### config.mk
export PLATFORM = sky130hd
export DESIGN_NAME = alut_age_check
export DESIGN_NICKNAME = d
export VERILOG_FILES = /design/src/common/alut_tbl_pkg.sv /design/src/common/alut_io_pkg.sv /design/src/alut/alut_age_check.sv
export SDC_FILE = /design/constraint.sdc
export NUM_CORES = 1
export LEC_CHECK = 0
export CORE_UTILIZATION = 60
export DETAILED_ROUTE_END_ITERATION = 16
export DONT_BUFFER_PORTS = 1
export PLACE_DENSITY_LB_ADDON = 0.1
export SLEW_MARGIN = 20
export SYNTH_ARGS = -nofsm -noshare
export SYNTH_HDL_FRONTEND = slang
export SYNTH_SLANG_ARGS = --single-unit
### constraint.sdc
create_clock -name pclk22 -period 8.9 [get_ports pclk22]
set_input_delay 1.335 -clock pclk22 [delete_from_list [all_inputs] [get_ports pclk22]]
set_output_delay 1.335 -clock pclk22 [all_outputs]
set_load 0.03 [all_outputs]
### src/common/alut_tbl_pkg.sv
/*
 * address lookup table definitions
 * table geometry, entry layout and the FSM state encodings
 * shared by the table memory and both checkers
 */

package alut_tbl_pkg;

   // --------------------------------------------------
   // geometry
   // --------------------------------------------------
   localparam int mac_w     = 48;          // station address
   localparam int port_w    = 2;           // four switch ports
   localparam int time_w    = 32;          // timestamp and age limit
   localparam int hash_w    = 8;           // table index
   localparam int tbl_depth = 256;         // 2**hash_w entries

   // one table entry, 83 bits
   typedef struct packed {
      logic              valid;            // entry in use
      logic [port_w-1:0] port;             // port the station was seen on
      logic [time_w-1:0] stamp;            // time of last learn
      logic [mac_w-1:0]  mac;              // full address, compared on lookup
   } alut_entry_t;

   // --------------------------------------------------
   // FSM states
   // --------------------------------------------------
   typedef enum logic [2:0] {
      addr_idle,                           // waiting for a request
      addr_learn,                          // write source entry
      addr_lookup,                         // issue destination read
      addr_wait_data,                      // compare returned entry
      addr_respond                         // hold response until taken
   } addr_state_t;

   typedef enum logic [2:0] {
      age_idle,                            // waiting for age_start
      age_wait_free,                       // address checker still busy
      age_read,                            // issue read of current index
      age_check,                           // test entry against max age
      age_write,                           // write back invalidated entry
      age_finish                           // done pulse, result valid
   } age_state_t;

endpackage

### src/common/alut_io_pkg.sv
/*
 * subsystem port types
 * lookup request and response, and the result of an aging sweep
 */

package alut_io_pkg;

   import alut_tbl_pkg::*;

   // removed count covers 0..tbl_depth, hence one extra bit
   localparam int cnt_w = hash_w + 1;

   // one frame header as seen by the table
   typedef struct packed {
      logic [mac_w-1:0]  src_mac;          // learned against src_port
      logic [mac_w-1:0]  dst_mac;          // looked up
      logic [port_w-1:0] src_port;         // ingress port
   } lookup_req_t;

   // lookup result
   typedef struct packed {
      logic              hit;              // 0 means flood
      logic [port_w-1:0] port;             // egress port on hit
   } lookup_rsp_t;

   // --------------------------------------------------
   // aging result
   // --------------------------------------------------
   typedef struct packed {
      logic [cnt_w-1:0]  removed;          // entries cleared by the sweep
   } age_stat_t;

endpackage

### src/alut/alut_age_check.sv
/*
 * age checker
 * free running time base, plus an on-demand sweep of the table
 * that clears valid entries older than max_age and counts them
 */

`timescale 1ns/1ns

module alut_age_check
   import alut_tbl_pkg::*;
   import alut_io_pkg::*;
(
   input  logic              pclk22,
   input  logic              rst_n,
   input  logic              age_start,    // one-cycle command
   input  logic [time_w-1:0] max_age,
   input  logic              addr_busy,    // address checker mid-request
   output logic              age_busy,
   output logic              age_done,     // one-cycle pulse
   output age_stat_t         age_stat,     // held until next done
   output logic [time_w-1:0] now,
   // table port
   output logic [hash_w-1:0] addr,
   output logic              write,
   output alut_entry_t       wdata,
   input  alut_entry_t       rdata
);

   age_state_t        state;
   logic [hash_w-1:0] idx;                 // sweep position
   logic [cnt_w-1:0]  removed_cnt;
   logic [time_w-1:0] max_q;               // limit for this sweep
   logic [time_w-1:0] age_diff;
   logic              stale;
   logic              last_idx;
   alut_entry_t       wdata_q;             // entry to write back

   // --------------------------------------------------
   // time base
   // --------------------------------------------------
   always_ff @(posedge pclk22 or negedge rst_n)
   begin
      if (!rst_n)
      begin
         now <= '0;
      end
      else
      begin
         now <= now + 1'b1;                // wraps, difference still valid
      end
   end

   assign age_diff = now - rdata.stamp;
   assign stale    = rdata.valid && (age_diff > max_q);
   assign last_idx = (idx == hash_w'(tbl_depth - 1));

   assign age_busy = (state != age_idle);
   assign age_done = (state == age_finish);
   assign addr     = idx;
   assign write    = (state == age_write);
   assign wdata    = wdata_q;

   // --------------------------------------------------
   // sweep FSM
   // --------------------------------------------------
   always_ff @(posedge pclk22 or negedge rst_n)
   begin
      if (!rst_n)
      begin
         state       <= age_idle;
         idx         <= '0;
         removed_cnt <= '0;
         age_stat    <= '0;
      end
      else
      begin
         case (state)
            age_idle:
            begin
               if (age_start)
               begin
                  idx         <= '0;
                  removed_cnt <= '0;
                  state       <= age_wait_free;
               end
            end
            age_wait_free:
            begin
               if (!addr_busy)
               begin
                  state <= age_read;
               end
            end
            age_read: state <= age_check;        // rdata valid next
            age_check:
            begin
               if (stale)
               begin
                  removed_cnt <= removed_cnt + 1'b1;
                  state       <= age_write;
               end
               else if (last_idx)
               begin
                  age_stat.removed <= removed_cnt;
                  state            <= age_finish;
               end
               else
               begin
                  idx   <= idx + 1'b1;
                  state <= age_wait_free;
               end
            end
            age_write:
            begin
               if (last_idx)
               begin
                  age_stat.removed <= removed_cnt;   // already counted
                  state            <= age_finish;
               end
               else
               begin
                  idx   <= idx + 1'b1;
                  state <= age_wait_free;
               end
            end
            age_finish: state <= age_idle;
            default:    state <= age_idle;
         endcase
      end
   end

   // payload, no reset needed
   always_ff @(posedge pclk22)
   begin
      if ((state == age_idle) && age_start)
      begin
         max_q <= max_age;
      end
      if (state == age_check)
      begin
         // keep port, stamp and mac, drop valid
         wdata_q <= '{valid: 1'b0, port: rdata.port, stamp: rdata.stamp, mac: rdata.mac};
      end
   end

endmodule

==> summary.txt, run 1 <==
CTS
  – H-Tree Depth: 4
  – Clock Latency Late Sink: 0.43 ns
  – Setup bufs post-CTS: 0
  – Hold_buf cts: 0
  – Deepest clock path buffer count: 2
  – CTS tree: built
  – Clk pin slew, worst setup/hold paths: 0.06 ns
  – Root Driver: clkbuf_16
  – Sinks on Clock Net: roughly 180
  – Num CTS Buffers: 17
  – Post-CTS sizing: 0

Route
  – Post-route ant nets: 0
  – Vias per std cell: 5.93
  – DR vias: 5543
  – Initial DRC count: between 200 and 250
  – DR WL/cell: a little under 20 µm
  – Final wirelength: 18200 µm
  – Number of remaining DRC errors: 0
  – Drt pass-1 iters: 5

GRT
  – Largest net degree at the start of global routing: 74
  – Vias in the first global route: 5395
  – Total global-route track usage: 24.9%
  – Initial antenna violation count: 6
  – Total gr overflow: 0
  – First-pass GRT wire length: 27800 µm

Floorplanning
  – Die Y: 122 µm
  – Total I/O pin count: 254
  – Die Wd: between 100 and 150 µm
  – FP Rows: 43
  – Initial core utilization: about three fifths
  – DIE AREA: 14900 µm²
  – Core Box Area: 14000 µm²

Pwr
  – PD cells: 241 nW/µm²
  – Leak: between 4 and 5 nW
  – Max VDD drop: 0.156 mV
  – Power Total: 2.28 mW

Yosys
  – Post-synth top area cell: edfxtp_1
  – Yosys cell types: 60
  – Mean Syn Cell Area: 12.0 µm²
  – Asr flop ratio synth: 34.9%
  – Post-synth top area share: 39.6%
  – Post-synth EDFFs: 114
  – Yosys warns: 0
  – Syn Inst Count: 724
  – Seq cells post-synth: 175
  – Post-synthesis sequential area ratio: 57.2%
  – Synth top area cells: edfxtp_1 40%, dfrtp_1 18%, ha_1 9.5%, xnor2_1 4.3%, inv_1 3.5%
  – Syn Nets: between 900 and 1000
  – Primary FF master, synth: edfxtp_1
  – Cell area after synthesis: slightly below 9000 µm²

Final layout
  – Register area: a little under 5000 µm²
  – Filler cells: 1045
  – Ratio of cells with drive above 1 in the final layout: roughly 6.5%
  – Most frequent cells in the layout: 114 x edfxtp_1, 81 x inv_1, 66 x ha_1
  – Area Growth Syn to Fin: 9.23%
  – Final Util: about two thirds
  – Area occupied by multi-input gates: 3360 µm²
  – Commonest non-fill, non-tap cell in the layout: edfxtp_1
  – # nets final: 923

Critical path
  – Crit-path leading delay family: compound AO/OA/AOI/OAI gates
  – Worst endpoint required time: 9.21 ns
  – CP bufs+invs: 1
  – Worst Setup Start Kind: input pin
  – Crit path DAT: between 6 and 7 ns
  – Critical path cell sequence: inv_1 -> ha_1 -> nor2b_1 -> o2111ai_1 -> a31oi_1 -> and4_1 -> nor2_1 -> o2111a_1 -> or2_2 -> o311ai_0 -> ha_1 -> nand4_1 -> nor4_1 -> a31oi_1 -> o41a_1 -> o21ai_1 -> o311ai_0 -> o41ai_1
  – Max incr delay on CP: 0.81 ns
  – Crit Path Max Fanout: 17
  – Crit path kind: input pin to flop
  – CP Capture Type: flop
  – Slowest stage cell, crit path: o21ai_1

STA
  – Setup ws final: 2.96 ns
  – Final Hold Vio Count: 0
  – RSZ-0062 raised after global routing: false
  – Setup TNS: 0 ns
  – Final setup viols: 0
  – Min Tclk post-route: about 6 ns
  – Period utilization: 66.7%
  – Setup Skew: 0.0117 ns
  – Slew Limit Fails: 0
  – Max Clock Freq: 168 MHz
  – Worst-Margin Slew: about 1.1 ns
  – Max_slew headroom: 23.2%

Hold path
  – Worst min-delay path category: flop to flop

Placement
  – GPL Wtd Cong: 0.842
  – Port Buffer Count: 0
  – Hpwl dp: 13700 µm
  – Pre-CTS WS: 2.51 ns

Run
  – Max-cap violations: 0

Outcome
  – Outcome: finished clean
==> cell type report <==
| class | instances | area share, % |
|---|---|---|
| Sequential cell | 175 | 52.4 |
| Multi-Input combinational cell | 458 | 35.6 |
| Clock buffer | 19 | 4.58 |
| Inverter | 81 | 3.22 |
| Tap cell | 180 | 2.38 |
| Clock inverter | 13 | 1.44 |
| Timing Repair Buffer | 4 | 0.318 |
| Antenna cell | 4 | 0.106 |
==> state kept, by name, indices dropped and copies added (netlist names) <==
name,flops
removed_cnt,9
now,32
age_stat,9
wdata,82
addr,8
state,3
max_q,32
==> cell usage after synthesis (2+ instances only) <==
cell type	n
a21o_1	12
nand4_1	19
o31ai_1	4
a2111oi_0	2
and2_1	3
nand3_1	27
and4_1	3
xor2_1	17
nor4b_1	2
a21oi_1	44
inv_1	81
o21ai_0	24
buf_2	2
o21a_1	5
mux2i_1	9
o41ai_1	3
mux2_2	9
o2111ai_1	3
clkbuf_1	6
or2_2	3
o211ai_1	10
ha_1	66
nor2b_1	6
o311ai_0	4
nand2_1	46
a32o_1	2
a31oi_1	2
nand2b_1	8
edfxtp_1	114
o21bai_1	4
nor2_1	32
xnor2_1	42
and3_1	10
or3_1	2
dfrtp_1	61
a211oi_1	2
nor3_1	12
==> through the flow <==
stage,hold WS (ns),instances,instance area [µm²]
final,0.519,934,9450
after detailed placement,0.506,898,8870
after global routing,0.531,932,9450
after global placement,0.493,898,8870
after CTS,0.515,930,9440
after floorplan,0.466,724,8650
==> power by group <==
group          switching (mW)  internal [mW]
Sequential              0.251           1.05
Clock                   0.303          0.413
Combinational           0.183         0.0761
==> worst register-to-register path, cell delays in order (launching register included) <==
cell and delay [ns]:
dfrtp_1 0.59, ha_1 0.39, nor2b_1 0.17, o2111ai_1 0.15, a31oi_1 0.33, and4_1 0.33
nor2_1 0.09, o2111a_1 0.28, or2_2 0.33, o311ai_0 0.41, ha_1 0.21, nand4_1 0.18
nor4_1 0.47, a31oi_1 0.21, o41a_1 0.22, o21ai_1 0.81, o311ai_0 0.30, o41ai_1 0.12
==> path summary, 6_finish.rpt <==
path	startpoint	to	slack (ns)	depth (start not counted)
worst max-delay path	rdata[49]	removed_cnt[8]$_DFFE_PN0P_	2.96	18
worst min-delay path	removed_cnt[5]$_DFFE_PN0P_	removed_cnt[5]$_DFFE_PN0P_	0.52	1
worst max register to register	now[1]$_DFF_PN0_	removed_cnt[8]$_DFFE_PN0P_	3.21	17
worst min register to register	removed_cnt[5]$_DFFE_PN0P_	removed_cnt[5]$_DFFE_PN0P_	0.52	1
max in group asynchronous	rst_n	now[23]$_DFF_PN0_	8.20	0
min in group asynchronous	rst_n	state[0]$_DFFE_PN0P_	0.60	0
==> kinds of logic after synthesis <==
family,share of synthesized area [%]
and+or+nand+nor,10.6
DFF,57.2
AOI/OAI and AO/OA,10.2
buffers and inverters,4.02
adders and majority gates,9.78
xor gates and xnor gates,5.97
muxes,2.21
other,0.0433
==> metal layers <==
layer	up-vias	routed length (µm)	track usage, %
li1	2652	-	-
met1	2663	7470	28.9
met2	210	8930	42.0
met3	16	1570	10.2
met4	2	206	7.55
met5	-	10	0
Note: power is estimated with default switching activity, not from simulation.
==> run 2, diff against run 1 <==
- clock period: 8.9 -> 6 ns (I/O delays scaled with it)
==> run 2 against run 1 <==
Clock skew down 0.0025 ns; first-iteration DRC count is 18% higher; worst setup slack worse by 2.3 ns; final area hardly changed; sequential power up 48%; global-route usage grew 0.13 points; die area stayed put; worst hold slack lost 0.37 ns; core utilization down 0.063 points; sequential cell count stayed put; clock-buffer cell count fell by 2.
==> summary.txt, run 2 (synthesis gave the netlist of run 1 again) <==
CTS
  – CTS tree: built
  – Clk pin slew, worst setup/hold paths: 0.07 ns
  – Clock Latency Late Sink: roughly 0.44 ns
  – Sinks on Clock Net: 175
  – H-Tree Depth: 4
  – Root Driver: clkbuf_16
  – Deepest clock path buffer count: 2
  – Hold_buf cts: 0
  – Num CTS Buffers: 17
  – Setup bufs post-CTS: 0
  – Post-CTS sizing: 0

GRT
  – Total gr overflow: 0
  – Initial antenna violation count: 6
  – First-pass GRT wire length: 27800 µm
  – Largest net degree at the start of global routing: 85
  – Vias in the first global route: 5335
  – Total global-route track usage: 25.0%

Final layout
  – # nets final: 924
  – Most frequent cells in the layout: 114 x edfxtp_1, 81 x inv_1, 66 x ha_1
  – Largest register FFs: 82
  – Area Growth Syn to Fin: 9.13%
  – Commonest non-fill, non-tap cell in the layout: edfxtp_1
  – Post-route cell area: 9440 µm²
  – Ratio of cells with drive above 1 in the final layout: 6.92%

Floorplanning
  – FP Rows: 43
  – Die Y: ~120 µm
  – DIE AREA: 14900 µm²
  – Initial core utilization: 61.9%
  – Total I/O pin count: ~250
  – Core Box Area: 14000 µm²
  – Die Wd: ~120 µm

Outcome
  – Outcome: finished clean

STA
  – Slew Limit Fails: 0
  – RSZ-0062 raised after global routing: false
  – Final setup viols: 0
  – Min Tclk post-route: approximately 5.4 ns
  – Setup Skew: between 0.009 and 0.01 ns
  – Max Clock Freq: 187 MHz
  – Period utilization: 89.2%
  – Setup TNS: 0 ns
  – Final Hold Vio Count: 0
  – Worst-Margin Slew: 1.13 ns
  – Max_slew headroom: 24.5%

Route
  – Vias per std cell: between 5 and 6
  – DR vias: around 5600
  – DR WL/cell: 19.3 µm
  – Initial DRC count: between 200 and 300
  – Drt pass-1 iters: 5
  – Number of remaining DRC errors: 0
  – Post-route ant nets: 0
  – Final wirelength: 18100 µm

Pwr
  – Max VDD drop: 0.194 mV
  – PD cells: about 350 nW/µm²
  – Leak: 4.13 nW

Critical path
  – CP Capture Type: flop
  – Crit path DAT: between 5 and 6 ns
  – Reg2reg start: now[0]$_DFF_PN0_
  – Worst Setup Start Kind: flop
  – Worst endpoint required time: 6.31 ns
  – Crit Path Max Fanout: 9
  – R2R cell count: 19
  – Reg2reg setup slack: between 0.6 and 0.7 ns
  – Crit path kind: flop to flop
  – Reg2reg end: age_stat[5]$_DFFE_PN0P_

Placement
  – Port Buffer Count: 0
  – Hpwl dp: about 14000 µm
  – GPL Wtd Cong: approximately 0.84
  – Placed instance area: a little under 9000 µm²

Hold path
  – Worst min-delay path category: input pin to async pin

Run
  – Max-cap violations: 0
==> run 2: critical path, cell delays in order, from the launching register on <==
cell and delay (ns):
dfrtp_1 0.62, inv_1 0.11, ha_1 0.23, inv_1 0.07, fa_1 0.21, a21oi_1 0.12, o211a_1 0.27, o22ai_1 0.40
nand4_1 0.24, a41o_1 0.29, o21ai_0 0.22, xor2_1 0.12, ha_1 0.31, nand4_1 0.16, nor4_1 0.45, a31oi_1 0.20
o41a_1 0.22, nor4_4 0.46, o21ai_4 0.17, mux2_2 0.35
==> run 2: worst max path at each step <==
stage / from / endpoint / slack (ns) / cells after the start
2_1_floorplan: state[0]$_DFFE_PN0P_ / removed_cnt[6]$_DFFE_PN0P_ / 0.16 / 6
3_3_place_gp: rdata[49] / age_stat[5]$_DFFE_PN0P_ / 0.46 / 18
3_5_place_dp: rdata[49] / age_stat[4]$_DFFE_PN0P_ / 0.38 / 18
4_1_cts: now[0]$_DFF_PN0_ / age_stat[5]$_DFFE_PN0P_ / 0.60 / 20
5_1_grt: now[0]$_DFF_PN0_ / age_stat[5]$_DFFE_PN0P_ / 0.20 / 18
6_report: now[0]$_DFF_PN0_ / age_stat[5]$_DFFE_PN0P_ / 0.65 / 19
==> run 2: power breakdown <==
part	switching [mW]	internal (mW)
Clock	0.491	0.542
Combinational	0.269	0.114
Sequential	0.376	1.56
==> run 2: final cells by class <==
type	instances	area (µm²)
multi-input combinational	458	3360
fill	1045	4550
clock buffer	17	425
timing repair buffer	5	37.5
clock inverter	15	128
inverter	81	304
tap	180	225
sequential	175	4950
antenna	4	10.0
==> run 2: stage by stage <==
stage                     utilization, %  hold WS, ns  std cells  worst slack [ns]  power, mW
after floorplan                        -        0.466        724             0.156       2.24
after global placement              63.5        0.503        899             0.458       2.32
after detailed placement            63.5        0.506        899             0.376       2.34
after CTS                           67.4        0.135        931             0.604       3.38
after global routing                67.5        0.135        933             0.196       3.49
final                               67.5        0.152        935             0.648       3.35
==> run 2: layer usage <==
metal	GRT usage, %	vias up	wire length [µm]
met1	30.4	2676	7380
met4	8.92	4	303
met2	40.2	221	8740
met5	0	-	23
li1	-	2662	-
met3	10.1	29	1630
