<file path="src/common/alut_tbl_pkg.sv">
/*
 * address lookup table definitions
 * table geometry, entry layout and the FSM state encodings
 * shared by the table memory and both checkers
 */

package alut_tbl_pkg;

   // --------------------------------------------------
   // geometry
   // --------------------------------------------------
   localparam int mac_w     = 48;          // station address
   localparam int port_w    = 2;           // four switch ports
   localparam int time_w    = 32;          // timestamp and age limit
   localparam int hash_w    = 8;           // table index
   localparam int tbl_depth = 256;         // 2**hash_w entries

   // one table entry, 83 bits
   typedef struct packed {
      logic              valid;            // entry in use
      logic [port_w-1:0] port;             // port the station was seen on
      logic [time_w-1:0] stamp;            // time of last learn
      logic [mac_w-1:0]  mac;              // full address, compared on lookup
   } alut_entry_t;

   // --------------------------------------------------
   // FSM states
   // --------------------------------------------------
   typedef enum logic [2:0] {
      addr_idle,                           // waiting for a request
      addr_learn,                          // write source entry
      addr_lookup,                         // issue destination read
      addr_wait_data,                      // compare returned entry
      addr_respond                         // hold response until taken
   } addr_state_t;

   typedef enum logic [2:0] {
      age_idle,                            // waiting for age_start
      age_wait_free,                       // address checker still busy
      age_read,                            // issue read of current index
      age_check,                           // test entry against max age
      age_write,                           // write back invalidated entry
      age_finish                           // done pulse, result valid
   } age_state_t;

endpackage

</file>
<file path="src/common/alut_io_pkg.sv">
/*
 * subsystem port types
 * lookup request and response, and the result of an aging sweep
 */

package alut_io_pkg;

   import alut_tbl_pkg::*;

   // removed count covers 0..tbl_depth, hence one extra bit
   localparam int cnt_w = hash_w + 1;

   // one frame header as seen by the table
   typedef struct packed {
      logic [mac_w-1:0]  src_mac;          // learned against src_port
      logic [mac_w-1:0]  dst_mac;          // looked up
      logic [port_w-1:0] src_port;         // ingress port
   } lookup_req_t;

   // lookup result
   typedef struct packed {
      logic              hit;              // 0 means flood
      logic [port_w-1:0] port;             // egress port on hit
   } lookup_rsp_t;

   // --------------------------------------------------
   // aging result
   // --------------------------------------------------
   typedef struct packed {
      logic [cnt_w-1:0]  removed;          // entries cleared by the sweep
   } age_stat_t;

endpackage

</file>
<file path="src/alut/alut_addr_check.sv">
/*
 * address checker
 * per request: learn source address on its ingress port,
 * then read destination entry and return hit/port or miss
 */

`timescale 1ns/1ns

module alut_addr_check
   import alut_tbl_pkg::*;
   import alut_io_pkg::*;
(
   input  logic              pclk22,
   input  logic              rst_n,
   input  lookup_req_t       req,
   input  logic              req_valid,
   output logic              req_ready,
   output lookup_rsp_t       rsp,
   output logic              rsp_valid,
   input  logic              rsp_ready,
   input  logic              age_busy,     // sweep in progress, hold off
   input  logic [time_w-1:0] now,          // learn timestamp
   output logic              addr_busy,
   // table port
   output logic [hash_w-1:0] addr,
   output logic              write,
   output alut_entry_t       wdata,
   input  alut_entry_t       rdata
);

   addr_state_t state;
   lookup_req_t req_q;                     // request being served
   logic        req_take;                  // request transfer this cycle
   logic        rsp_take;                  // response transfer this cycle
   logic        dst_hit;

   // xor of the address bytes
   function automatic logic [hash_w-1:0] mac_hash(input logic [mac_w-1:0] mac);
      logic [hash_w-1:0] h;
      h = '0;
      for (int i = 0; i < mac_w / hash_w; i++)
      begin
         h ^= mac[i*hash_w +: hash_w];
      end
      return h;
   endfunction

   // --------------------------------------------------
   // handshakes
   // --------------------------------------------------
   assign req_ready = (state == addr_idle) && !age_busy;   // one in flight
   assign req_take  = req_valid && req_ready;
   assign rsp_valid = (state == addr_respond);
   assign rsp_take  = rsp_valid && rsp_ready;
   assign addr_busy = (state != addr_idle);

   // table port, driven from the latched request
   assign write      = (state == addr_learn);
   assign addr       = write ? mac_hash(req_q.src_mac) : mac_hash(req_q.dst_mac);
   assign wdata.valid = 1'b1;
   assign wdata.port  = req_q.src_port;
   assign wdata.stamp = now;
   assign wdata.mac   = req_q.src_mac;

   // destination entry must match the full address
   assign dst_hit = rdata.valid && (rdata.mac == req_q.dst_mac);

   // --------------------------------------------------
   // control
   // --------------------------------------------------
   always_ff @(posedge pclk22 or negedge rst_n)
   begin
      if (!rst_n)
      begin
         state <= addr_idle;
      end
      else
      begin
         case (state)
            addr_idle:
            begin
               if (req_take)
               begin
                  state <= addr_learn;
               end
            end
            addr_learn:     state <= addr_lookup;     // write lands here
            addr_lookup:    state <= addr_wait_data;  // read issued
            addr_wait_data: state <= addr_respond;    // rsp captured
            addr_respond:
            begin
               if (rsp_take)
               begin
                  state <= addr_idle;
               end
            end
            default:        state <= addr_idle;
         endcase
      end
   end

   // payload, no reset needed
   always_ff @(posedge pclk22)
   begin
      if (req_take)
      begin
         req_q <= req;
      end
      if (state == addr_wait_data)
      begin
         rsp.hit  <= dst_hit;
         rsp.port <= dst_hit ? rdata.port : '0;   // port is don't care on miss
      end
   end

endmodule

</file>
<file path="config.mk">
export PLATFORM = sky130hd
export DESIGN_NAME = alut_addr_check
export DESIGN_NICKNAME = d
export VERILOG_FILES = /design/src/common/alut_tbl_pkg.sv /design/src/common/alut_io_pkg.sv /design/src/alut/alut_addr_check.sv
export SDC_FILE = /design/constraint.sdc
export NUM_CORES = 1
export LEC_CHECK = 0
export ABC_CLOCK_PERIOD_IN_PS = 11640
export BUFFER_PORTS_ARGS = -buffer_cell sky130_fd_sc_hd__buf_2
export CAP_MARGIN = 25
export CORE_MARGIN = 2
export CORE_UTILIZATION = 35
export CTS_CLUSTER_DIAMETER = 120
export DETAILED_ROUTE_END_ITERATION = 16
export PLACE_DENSITY = 0.67
export SYNTH_ARGS = -nofsm -noshare
export SYNTH_HDL_FRONTEND = slang
export SYNTH_SLANG_ARGS = --single-unit
</file>
<file path="constraint.sdc">
create_clock -name pclk22 -period 11.64 [get_ports pclk22]
set_clock_uncertainty 0.15 [all_clocks]
set_input_delay 0.582 -clock pclk22 [delete_from_list [all_inputs] [get_ports pclk22]]
set_output_delay 0.582 -clock pclk22 [all_outputs]
set_load 0.01 [all_outputs]
</file>
==> results of run 1 <==
## cell usage in the layout, fill, tap and decap left out, drive strengths merged
cell type    synthesis  layout
nor3                 2       2
nand3                1       1
dfrtp                3       3
clkinv               0       4
a221oi               1       1
conb                 1       1
and3b                1       1
nor2b                4       4
nor3b                3       3
o211a                1       1
buf                 84     221
a21oi                1       1
inv                  7       7
edfxtp             101     101
nor4                13      13
diode                0       2
clkbuf               0      11
nor2                 3       3
dlygate4sd3          0       1
a21o                 1       1
mux2i                8       8
xor2                42      42
nand4                5       5
or3                  1       1
xnor2               82      82
a222oi               1       1
## through the flow
step,std cells,hold slack (ns),total power [mW],setup WS [ns],area (µm²)
after detailed placement,687,0.230,0.820,8.99,5920
after global routing,704,0.238,1.14,8.76,6190
final,705,0.257,1.08,8.91,6190
after floorplan,366,0.136,0.743,2.74,5190
after CTS,703,0.239,1.10,8.84,6180
after global placement,687,0.228,0.812,9.02,5920
## report_power, final
part           switching [mW]  internal (mW)
sequential             0.0357          0.473
combinational           0.153          0.143
clock                   0.130          0.143
## layout make-up
type	count	area share, %
diodes	2	0.0809
clock buffers	11	3.76
clock inverters	4	0.364
inverters	7	0.424
multi-input cells	171	23.3
repair buffers	222	18.2
flip-flops and latches	104	50.2
well taps	184	3.72
## flip-flops by register name, indices dropped and copies added, names as in the netlist
register / flops
req_q: 48
rsp: 3
state: 3
wdata: 50
## cell families after synthesis
logic type	share of synthesized area [%]
AOI/OAI and AO/OA	0.795
xor gates and xnor gates	20.9
buffers and inverters	12.6
DFF	59.8
muxes	1.54
other	0.0722
and+or+nand+nor	4.24
## final timing paths
check | slack, ns | to | startpoint
max in group asynchronous | 10.83 | state[1] | rst_n
min in group asynchronous | 0.41 | state[2] | rst_n
min | 0.26 | wdata[32] | req[82]
min reg2reg | 0.39 | state[1] | state[2]
max | 8.91 | addr[6] | state[1]
max reg2reg | 9.28 | rsp[2] | req_q[19]
## cell usage after synthesis, drive strengths merged
cell type	n
edfxtp	101
buf	84
xnor2	82
xor2	42
nor4	13
mux2i	8
inv	7
nand4	5
nor2b	4
dfrtp	3
nor2	3
nor3b	3
nor3	2
a21o	1
a21oi	1
a221oi	1
a222oi	1
and3b	1
conb	1
nand3	1
o211a	1
or3	1
## metal layers
layer	vias up	track usage, %	part of all wire, %
li1	1476	-	-
met1	1400	17.0	38
met2	149	26.2	50
met3	44	4.97	7.8
met4	0	8.40	4.9
met5	-	0	0
==> results.py, run 1 <==
metrics = {
    "run_status": {
        "outcome": "finished, final reports clean",
    },
    "global_route": {
        "global_route_wire_length_before_repair_mm": 17.9,
        "vias_in_the_first_global_route": 3276,
        "antenna_found_initial": 2,
        "grt_util_all_layers_pct": 15.3,
        "maximum_number_of_pins_on_one_net_before_global_route_repair": 51,
        "grt_remaining_overflow": 0,
    },
    "placement": {
        "port-buffer-count": 218,
        "replace_congestion": 0.788,
        "detailedPlacementHpwl_mm": 9.99,
    },
    "die": {
        "io-pin-count": 316,
        "floorplan.die_area_um2": 15800,
        "effective_utilization_at_floorplan_pct": 35.7,
        "die_x_um": 126,
        "placeableCoreArea_um2": 14500,
        "placementRows": 44,
        "dieHeight_um": 126,
    },
    "sta": {
        "maxSlewHeadroom_pct": 55.7,
        "slew_viol_final": 0,
        "fraction_of_the_cycle_the_final_worst_path_needs_pct": 23.4,
        "report.final.hold_viol_count": 0,
        "finalSetupViolCount": 0,
        "tightestPinTransition_ns": 0.665,
        "rsz0062_at_grt": "false",
        "fmax_mhz": 367,
        "totalNegativeSetupSlack_ns": 0,
        "layout_min_cycle_time_ns": 2.73,
    },
    "clock_tree": {
        "clkSinkCount": 104,
        "number_of_buffers_created_by_cts": 9,
        "worstSkewPairLatency_ns": 0.34,
        "tritoncts": "built",
        "clock_tree.htree_level_count": 3,
        "cts_resized": 0,
        "clock_transition_at_path_regs_ns": 0.07,
        "cts.path.max_buffers": 2,
        "quantity_of_hold_fixing_buffers_added_after_cts": 1,
        "cts_setup_buffers": 0,
        "clock-root-buffer": "clkbuf_16",
    },
    "synthesis": {
        "yosys-top-cells-area": "edfxtp_1 (58%), xnor2_1 (14%), buf_4 (12%)",
        "syn-mean-instance-area_um2": 14.2,
        "post_synthesis_cell_type_with_the_largest_combined_area": "edfxtp_1",
        "netlist_instances": 366,
        "synthDominantCellAreaShare_pct": 58.4,
        "yosys_register_bits": 104,
        "post_synth_num_cell_types": 24,
        "syn_nets": 584,
        "yosysWarningCount": 0,
        "synth.cell_area_um2": 5190,
        "synth_seq_area_share_pct": 59.8,
    },
    "critical_path": {
        "worst_setup_path_category": "flip-flop to output port",
        "worst_path_dominant_cell_family": "simple AND/OR/NAND/NOR gates",
        "crit_chain": "nor3b_2, buf_4, mux2i_1, buf_2",
        "worstPathArrival_ns": 1.99,
        "r2r.worst_path.cells": 4,
        "worst_ep_required_time_ns": 10.91,
        "setup.worst_path.start_class": "flip-flop",
        "worst-path-max-fanout": 6,
        "worst_path_largest_cell_delay_ns": 0.54,
        "critPathCaptureType": "output port",
        "crit_buf_inv": 2,
        "cp_slowest_cell": "nor3b_2",
        "timing.critical_path.depth": 4,
    },
    "power": {
        "cellPowerDensity_nw_per_um2": 174,
        "ir_drop_mv": 0.0863,
        "leakage_power_of_the_design_nw": 2.46,
    },
    "final_layout": {
        "final-seq-area_um2": 3110,
        "layout-drive-gt1-share_pct": 45.9,
        "final_util_pct": 42.6,
        "area_delta_synth_final_pct": 19.2,
        "nFillCells": 1378,
        "net_total_in_the_final_layout": 733,
        "multiInputGateArea_um2": 1440,
    },
    "detailed_routing": {
        "routed_wire_length_per_instance_um": 17.5,
        "route.detailed.drc": 0,
        "drt_pre_antenna_iters": 4,
        "antenna_violation_net_count_after_detailed_routing": 0,
        "drt_first_iter_violations": 61,
        "vias_per_cell": 4.35,
        "routed-via-count": 3069,
        "routed_wl_mm": 12.3,
    },
    "min_path": {
        "worst_hold_path_type": "input pin to flip-flop",
        "timing.hold.worst_path_depth": 1,
    },
    "flow_run": {
        "max-cap-violations": 0,
    },
}
(Power assumes the default switching activity.)
==> inputs of run 2 (changes only) <==
Settings changed: ABC_AREA set to 1, ABC_CLOCK_PERIOD_IN_PS 11640 to 2550, PLACE_DENSITY 0.67 to 0.66.
Clock period 11.64 ns to 2.55 ns, I/O delays scaled along.
==> run 2 against run 1 <==
Net effect: final cell count increased by 47%; synthesized area increased by 7.8%; combinational power increased to 5.4 times the previous value; largest cell class unchanged; via count increased by 40%; first-iteration DRC count increased to 2.6 times the previous value; critical path depth increased by 2.
==> results.py, run 2 <==
metrics = {
    "critical_path": {
        "cp_slowest_cell": "nor2_4",
        "worst_path_largest_cell_delay_ns": 0.52,
        "critPathCaptureType": "output port",
        "worst_setup_path_category": "flip-flop to output port",
        "setup.worst_path.start_class": "flip-flop",
        "worst_ep_required_time_ns": 2.27,
        "crit_buf_inv": 2,
        "worst-path-max-fanout": 17,
        "crit_chain": "inv_2, nand2_1, nor2_4, nand3_1, nand2_1, buf_2",
        "critPathMostFrequentCell": "nand2_1",
        "worst_path_dominant_cell_family": "simple AND/OR/NAND/NOR gates",
        "worstPathArrival_ns": 1.91,
    },
    "final_layout": {
        "area_delta_synth_final_pct": 38.3,
        "net_total_in_the_final_layout": 1029,
        "layout_common_cells": "buf_2 (218), nand2_1 (123), dlygate4sd3_1 (104), edfxtp_1 (101), inv_1 (69)",
        "layout-drive-gt1-share_pct": 30.5,
        "layout_commonest_cell": "buf_2",
        "largest_register_ffs": 50,
    },
    "detailed_routing": {
        "drt_first_iter_violations": 158,
        "routed_wl_mm": 15.7,
        "drt_pre_antenna_iters": 4,
        "route.detailed.drc": 0,
        "routed_wire_length_per_instance_um": 15.2,
        "routed-via-count": 4295,
        "vias_per_cell": 4.16,
        "antenna_violation_net_count_after_detailed_routing": 0,
    },
    "sta": {
        "rsz0062_at_grt": "false",
        "whs_ns": 0.0993,
        "finalSetupViolCount": 0,
        "setup_slack_ns": 0.366,
        "slew_viol_final": 0,
        "report.final.hold_viol_count": 0,
        "totalNegativeSetupSlack_ns": 0,
        "layout_min_cycle_time_ns": 2.18,
        "fmax_mhz": 458,
        "maxSlewHeadroom_pct": 57.2,
        "tightestPinTransition_ns": 0.640,
        "fraction_of_the_cycle_the_final_worst_path_needs_pct": 85.6,
    },
    "clock_tree": {
        "clock_transition_at_path_regs_ns": 0.07,
        "clkSinkCount": 104,
        "cts_setup_buffers": 0,
        "tritoncts": "built",
        "clock-root-buffer": "clkbuf_16",
        "cts.path.max_buffers": 2,
        "worstSkewPairLatency_ns": 0.34,
        "clock_tree.htree_level_count": 3,
        "number_of_buffers_created_by_cts": 9,
    },
    "die": {
        "placeableCoreArea_um2": 15800,
        "effective_utilization_at_floorplan_pct": 35.5,
        "floorplan.die_area_um2": 17000,
        "placementRows": 46,
        "io-pin-count": 316,
        "die_x_um": 130,
        "dieHeight_um": 130,
    },
    "global_route": {
        "antenna_found_initial": 2,
        "vias_in_the_first_global_route": 4144,
        "global_route_wire_length_before_repair_mm": 21.8,
        "maximum_number_of_pins_on_one_net_before_global_route_repair": 46,
        "grt_remaining_overflow": 0,
        "grt_util_all_layers_pct": 17.7,
    },
    "synthesis": {
        "synthMostInstantiatedCell": "nand2_1",
        "yosys-top-cells-area": "edfxtp_1 (54%), buf_4 (11%), nand2_1 (8.3%)",
        "synthDominantCellAreaShare_pct": 54.2,
        "syn-mean-instance-area_um2": 10.0,
        "synth_common_cells": "nand2_1 (124), edfxtp_1 (101), buf_4 (84)",
        "edff_count_synth": 101,
        "post_synth_num_cell_types": 22,
        "synth-async-reset-ratio_pct": 2.88,
        "post_synthesis_cell_type_with_the_largest_combined_area": "edfxtp_1",
        "netlist_instances": 558,
        "synth_seq_area_share_pct": 55.5,
        "yosysWarningCount": 0,
        "postSynth.topFlopCell": "edfxtp_1",
        "yosys_register_bits": 104,
        "syn_nets": 776,
        "synth.cell_area_um2": 5600,
    },
    "power": {
        "total_power_mw": 5.33,
        "cellPowerDensity_nw_per_um2": 688,
        "ir_drop_mv": 0.436,
        "leakage_power_of_the_design_nw": 3.53,
    },
    "placement": {
        "port-buffer-count": 218,
        "detailedPlacementHpwl_mm": 11.5,
        "replace_congestion": 0.737,
        "dp_slack_ns": 0.572,
    },
    "min_path": {
        "worst_hold_path_type": "input pin to flip-flop",
    },
    "run_status": {
        "outcome": "finished, final reports clean",
    },
    "flow_run": {
        "max-cap-violations": 0,
    },
}
## run 2: cell count changes after synthesis, sizes merged, moves of 13 or more
cell / change
nand2: +124
or2: +16
nor2: +43
nor4: -13
xnor2: -35
inv: +67
xor2: -16
## run 2: path summary, 6_finish.rpt
path | start | to | slack, ns | cells after the start
hold reg to reg | state[2] | state[0] | 0.38 | 3
setup / recovery | state[2] | addr[0] | 0.37 | 6
hold / removal | req_valid | req_q[3] | 0.1 | 2
max in group asynchronous | rst_n | state[1] | 1.61 | 3
min in group asynchronous | rst_n | state[0] | 0.50 | 3
setup reg to reg | state[0] | req_q[10] | 0.53 | 6
## run 2: repair_timing
action	CTS	global route
hold endpoints to repair	106	0
resized for setup	0	0
setup endpoints to repair	0	0
hold buffers	104	0
## run 2: logic make-up (layout without fill, tap and decap cells)
family	after synthesis	count (layout)	share of synthesized area (%)
flops	104	104	55.5
simple gates	199	199	14.7
compound gates	22	22	2.03
other cells	1	2	0.0670
xor+xnor	73	73	11.4
buf+inv	159	417	16.3
## run 2: power breakdown
group	total [mW]	internal, mW	switching [mW]
Clock	1.41	0.773	0.632
Sequential	2.31	2.15	0.159
Combinational	1.61	0.717	0.896
Total	5.33	3.64	1.69
## run 2: per-layer routing
layer  vias up  wire, µm  share of wire (%)  global-route usage, %
li1       2170         -                  -                      -
met1      1920      5730                 37                   18.3
met2       168      8180                 52                   32.9
met3        35      1190                7.6                   5.58
met4         2       533                3.4                   7.38
met5         -        14              0.089                      0
## run 2: cell type report
cell class,instances,area [µm²]
antenna,1,2.50
clock buffer,9,225
clock inverter,7,80.1
fill,1458,8020
inverter,75,282
multi-input combinational,295,1590
sequential,104,3110
tap,216,270
timing repair buffer,326,2190
## run 2: through the flow
stage / std cells / utilization, % / instance area, µm²
after global routing: 1033 / 49.1 / 7750
after global placement: 912 / 40.6 / 6400
after CTS: 1032 / 49.1 / 7740
after floorplan: 558 / - / 5610
final: 1033 / 49.1 / 7750
after detailed placement: 912 / 40.6 / 6400
==> inputs of run 3 (changes only) <==
Settings changed: CORE_MARGIN 2 to 3.
==> run 3 against run 2 <==
Net effect: via count decreased by 0.56%; clock power increased by 7%; die area increased by 3.1%; worst setup slack improved by 0.11 ns; clock-buffer cell count unchanged; global-route usage increased by 0.28 points.
==> results.py, run 3 (synthesized netlist as in run 2, its figures left out) <==
metrics = {
    "global_route": {
        "grt_util_all_layers_pct": 17.9,
        "maximum_number_of_pins_on_one_net_before_global_route_repair": 60,
        "grtUsageMet1_pct": 18.8,
        "grt_remaining_overflow": 0,
        "global_route_wire_length_before_repair_mm": 24.1,
        "antenna_found_initial": 5,
        "grt_util_met2_pct": 33.6,
        "globalRoute.busiestLayer": "met2",
        "global_route.usage.met3_pct": 6.24,
        "vias_in_the_first_global_route": 4533,
    },
    "die": {
        "floorplan.die_area_um2": 17600,
        "die_x_um": 132,
        "placeableCoreArea_um2": 15400,
        "effective_utilization_at_floorplan_pct": 36.3,
        "placementRows": 45,
        "io-pin-count": 316,
        "dieHeight_um": 132,
    },
    "critical_path": {
        "worst_path_largest_cell_delay_ns": 0.37,
        "r2r.worst_path.cells": 6,
        "reg2reg_from": "state[0]",
        "worstPathArrival_ns": 1.80,
        "worstReg2RegEnd": "req_q[27]",
        "cp_slowest_cell": "dfrtp_1",
        "worst-path-max-fanout": 8,
        "r2r_slack_ns": 0.57,
        "critPathCaptureType": "output port",
        "worst_setup_path_category": "flip-flop to output port",
        "crit_chain": "inv_2, nand2_1, nor2_4, buf_4, a21oi_1, nand2_1, nand2_1, buf_2",
        "critPathMostFrequentCell": "nand2_1",
        "worst_ep_required_time_ns": 2.27,
        "setup.worst_path.start_class": "flip-flop",
    },
    "min_path": {
        "timing.hold.worst_path_depth": 2,
        "min_to": "wdata[44]",
        "hold_path_startpoint": "req_valid",
        "worst_hold_path_type": "input pin to flip-flop",
    },
    "power": {
        "total_power_mw": 5.45,
        "leakage_power_of_the_design_nw": 3.54,
        "cellPowerDensity_nw_per_um2": 702,
        "ir_drop_mv": 0.397,
    },
    "final_layout": {
        "instances_no_fill": 1029,
        "layout_common_cells": "buf_2 (218), nand2_1 (123), dlygate4sd3_1 (104), edfxtp_1 (101), inv_1 (69)",
        "net_total_in_the_final_layout": 1029,
        "area_delta_synth_final_pct": 38.6,
        "postLayoutCellArea_um2": 7760,
        "layout-drive-gt1-share_pct": 30.5,
        "layout_commonest_cell": "buf_2",
        "largest_register_ffs": 50,
    },
    "sta": {
        "fmax_mhz": 481,
        "rsz0062_at_grt": "false",
        "layout_min_cycle_time_ns": 2.08,
        "finalSetupViolCount": 0,
        "slew_viol_final": 0,
        "totalNegativeSetupSlack_ns": 0,
        "report.final.hold_viol_count": 0,
        "fraction_of_the_cycle_the_final_worst_path_needs_pct": 81.5,
    },
    "clock_tree": {
        "clkSinkCount": 104,
        "clock-root-buffer": "clkbuf_16",
        "cts_resized": 0,
        "clock_transition_at_path_regs_ns": 0.07,
        "worstSkewPairLatency_ns": 0.35,
        "cts_setup_buffers": 0,
        "clock_tree.htree_level_count": 3,
        "tritoncts": "built",
        "number_of_buffers_created_by_cts": 9,
        "cts.path.max_buffers": 2,
    },
    "detailed_routing": {
        "route.detailed.drc": 0,
        "routed_wire_length_per_instance_um": 15.4,
        "routed-via-count": 4271,
        "routed_wl_mm": 15.8,
        "drt_first_iter_violations": 189,
        "drt_pre_antenna_iters": 4,
        "antenna_violation_net_count_after_detailed_routing": 0,
        "vias_per_cell": 4.15,
    },
    "placement": {
        "detailedPlacementHpwl_mm": 11.8,
        "placedInstanceArea_um2": 6390,
        "replace_congestion": 0.772,
        "port-buffer-count": 218,
        "dp.cells": 907,
    },
    "flow_run": {
        "max-cap-violations": 0,
    },
    "run_status": {
        "outcome": "finished, final reports clean",
    },
}
-- run 3: cell types whose count changed in the layout (fill, tap and decap cells not counted), sizes merged --
cell and change:
bufinv +1, clkinv -1, clkinvlp -1, inv +1, diode +1
-- run 3: report_power, final --
part / switching (mW) / total [mW] / leakage (nW) / internal, mW
Clock: 0.640 / 1.51 / 0.161 / 0.872
Combinational: 0.893 / 1.62 / 2.42 / 0.730
Sequential: 0.163 / 2.32 / 0.964 / 2.15
-- run 3: worst max-delay path, delay by kind of cell (launching register included) --
family | cells | cell delay (ns)
simple gates | 4 | 0.59
flops | 1 | 0.37
buf+inv | 3 | 0.45
compound gates | 1 | 0.05
-- run 3: cell type report --
class | instances | area [µm²]
diodes | 2 | 5.00
well taps | 211 | 264
inverters | 75 | 282
flip-flops and latches | 104 | 3110
repair buffers | 326 | 2190
clock inverters | 7 | 100
multi-input cells | 295 | 1590
clock buffers | 9 | 225
fillers | 1451 | 7660
-- run 3: worst max path at each step --
| stage | startpoint | slack (ns) | to | cells after the start |
|---|---|---|---|---|
| 2_1_floorplan | state[0] | -1.24 | req_q[10] | 5 |
| 3_3_place_gp | state[0] | 0.59 | wdata[15] | 6 |
| 3_5_place_dp | state[0] | 0.58 | wdata[1] | 6 |
| 4_1_cts | state[2] | 0.41 | addr[7] | 8 |
| 5_1_grt | state[2] | 0.31 | addr[7] | 8 |
| 6_report | state[2] | 0.47 | addr[7] | 8 |
-- run 3: routing by layer --
| metal | vias to the layer above | part of all wire, % |
|---|---|---|
| met4 | 6 | 2.4 |
| li1 | 2177 | - |
| met2 | 170 | 53 |
| met1 | 1882 | 36 |
| met3 | 36 | 8.1 |
| met5 | - | 0.30 |
-- run 3: what timing repair did --
item / 4_1_cts / 5_1_grt
hold buffers: 104 / 0
setup endpoints to repair: 0 / 0
endpoints found under the hold margin: 107 / 0
-- run 3: stage by stage --
| step | setup slack, ns | utilization (%) | hold WS (ns) |
|---|---|---|---|
| after detailed placement | 0.577 | 41.4 | -0.222 |
| final | 0.472 | 50.3 | 0.0932 |
| after global placement | 0.594 | 41.4 | -0.224 |
| after floorplan | -1.24 | - | -0.318 |
| after global routing | 0.314 | 50.3 | 0.0785 |
| after CTS | 0.410 | 50.3 | 0.0743 |
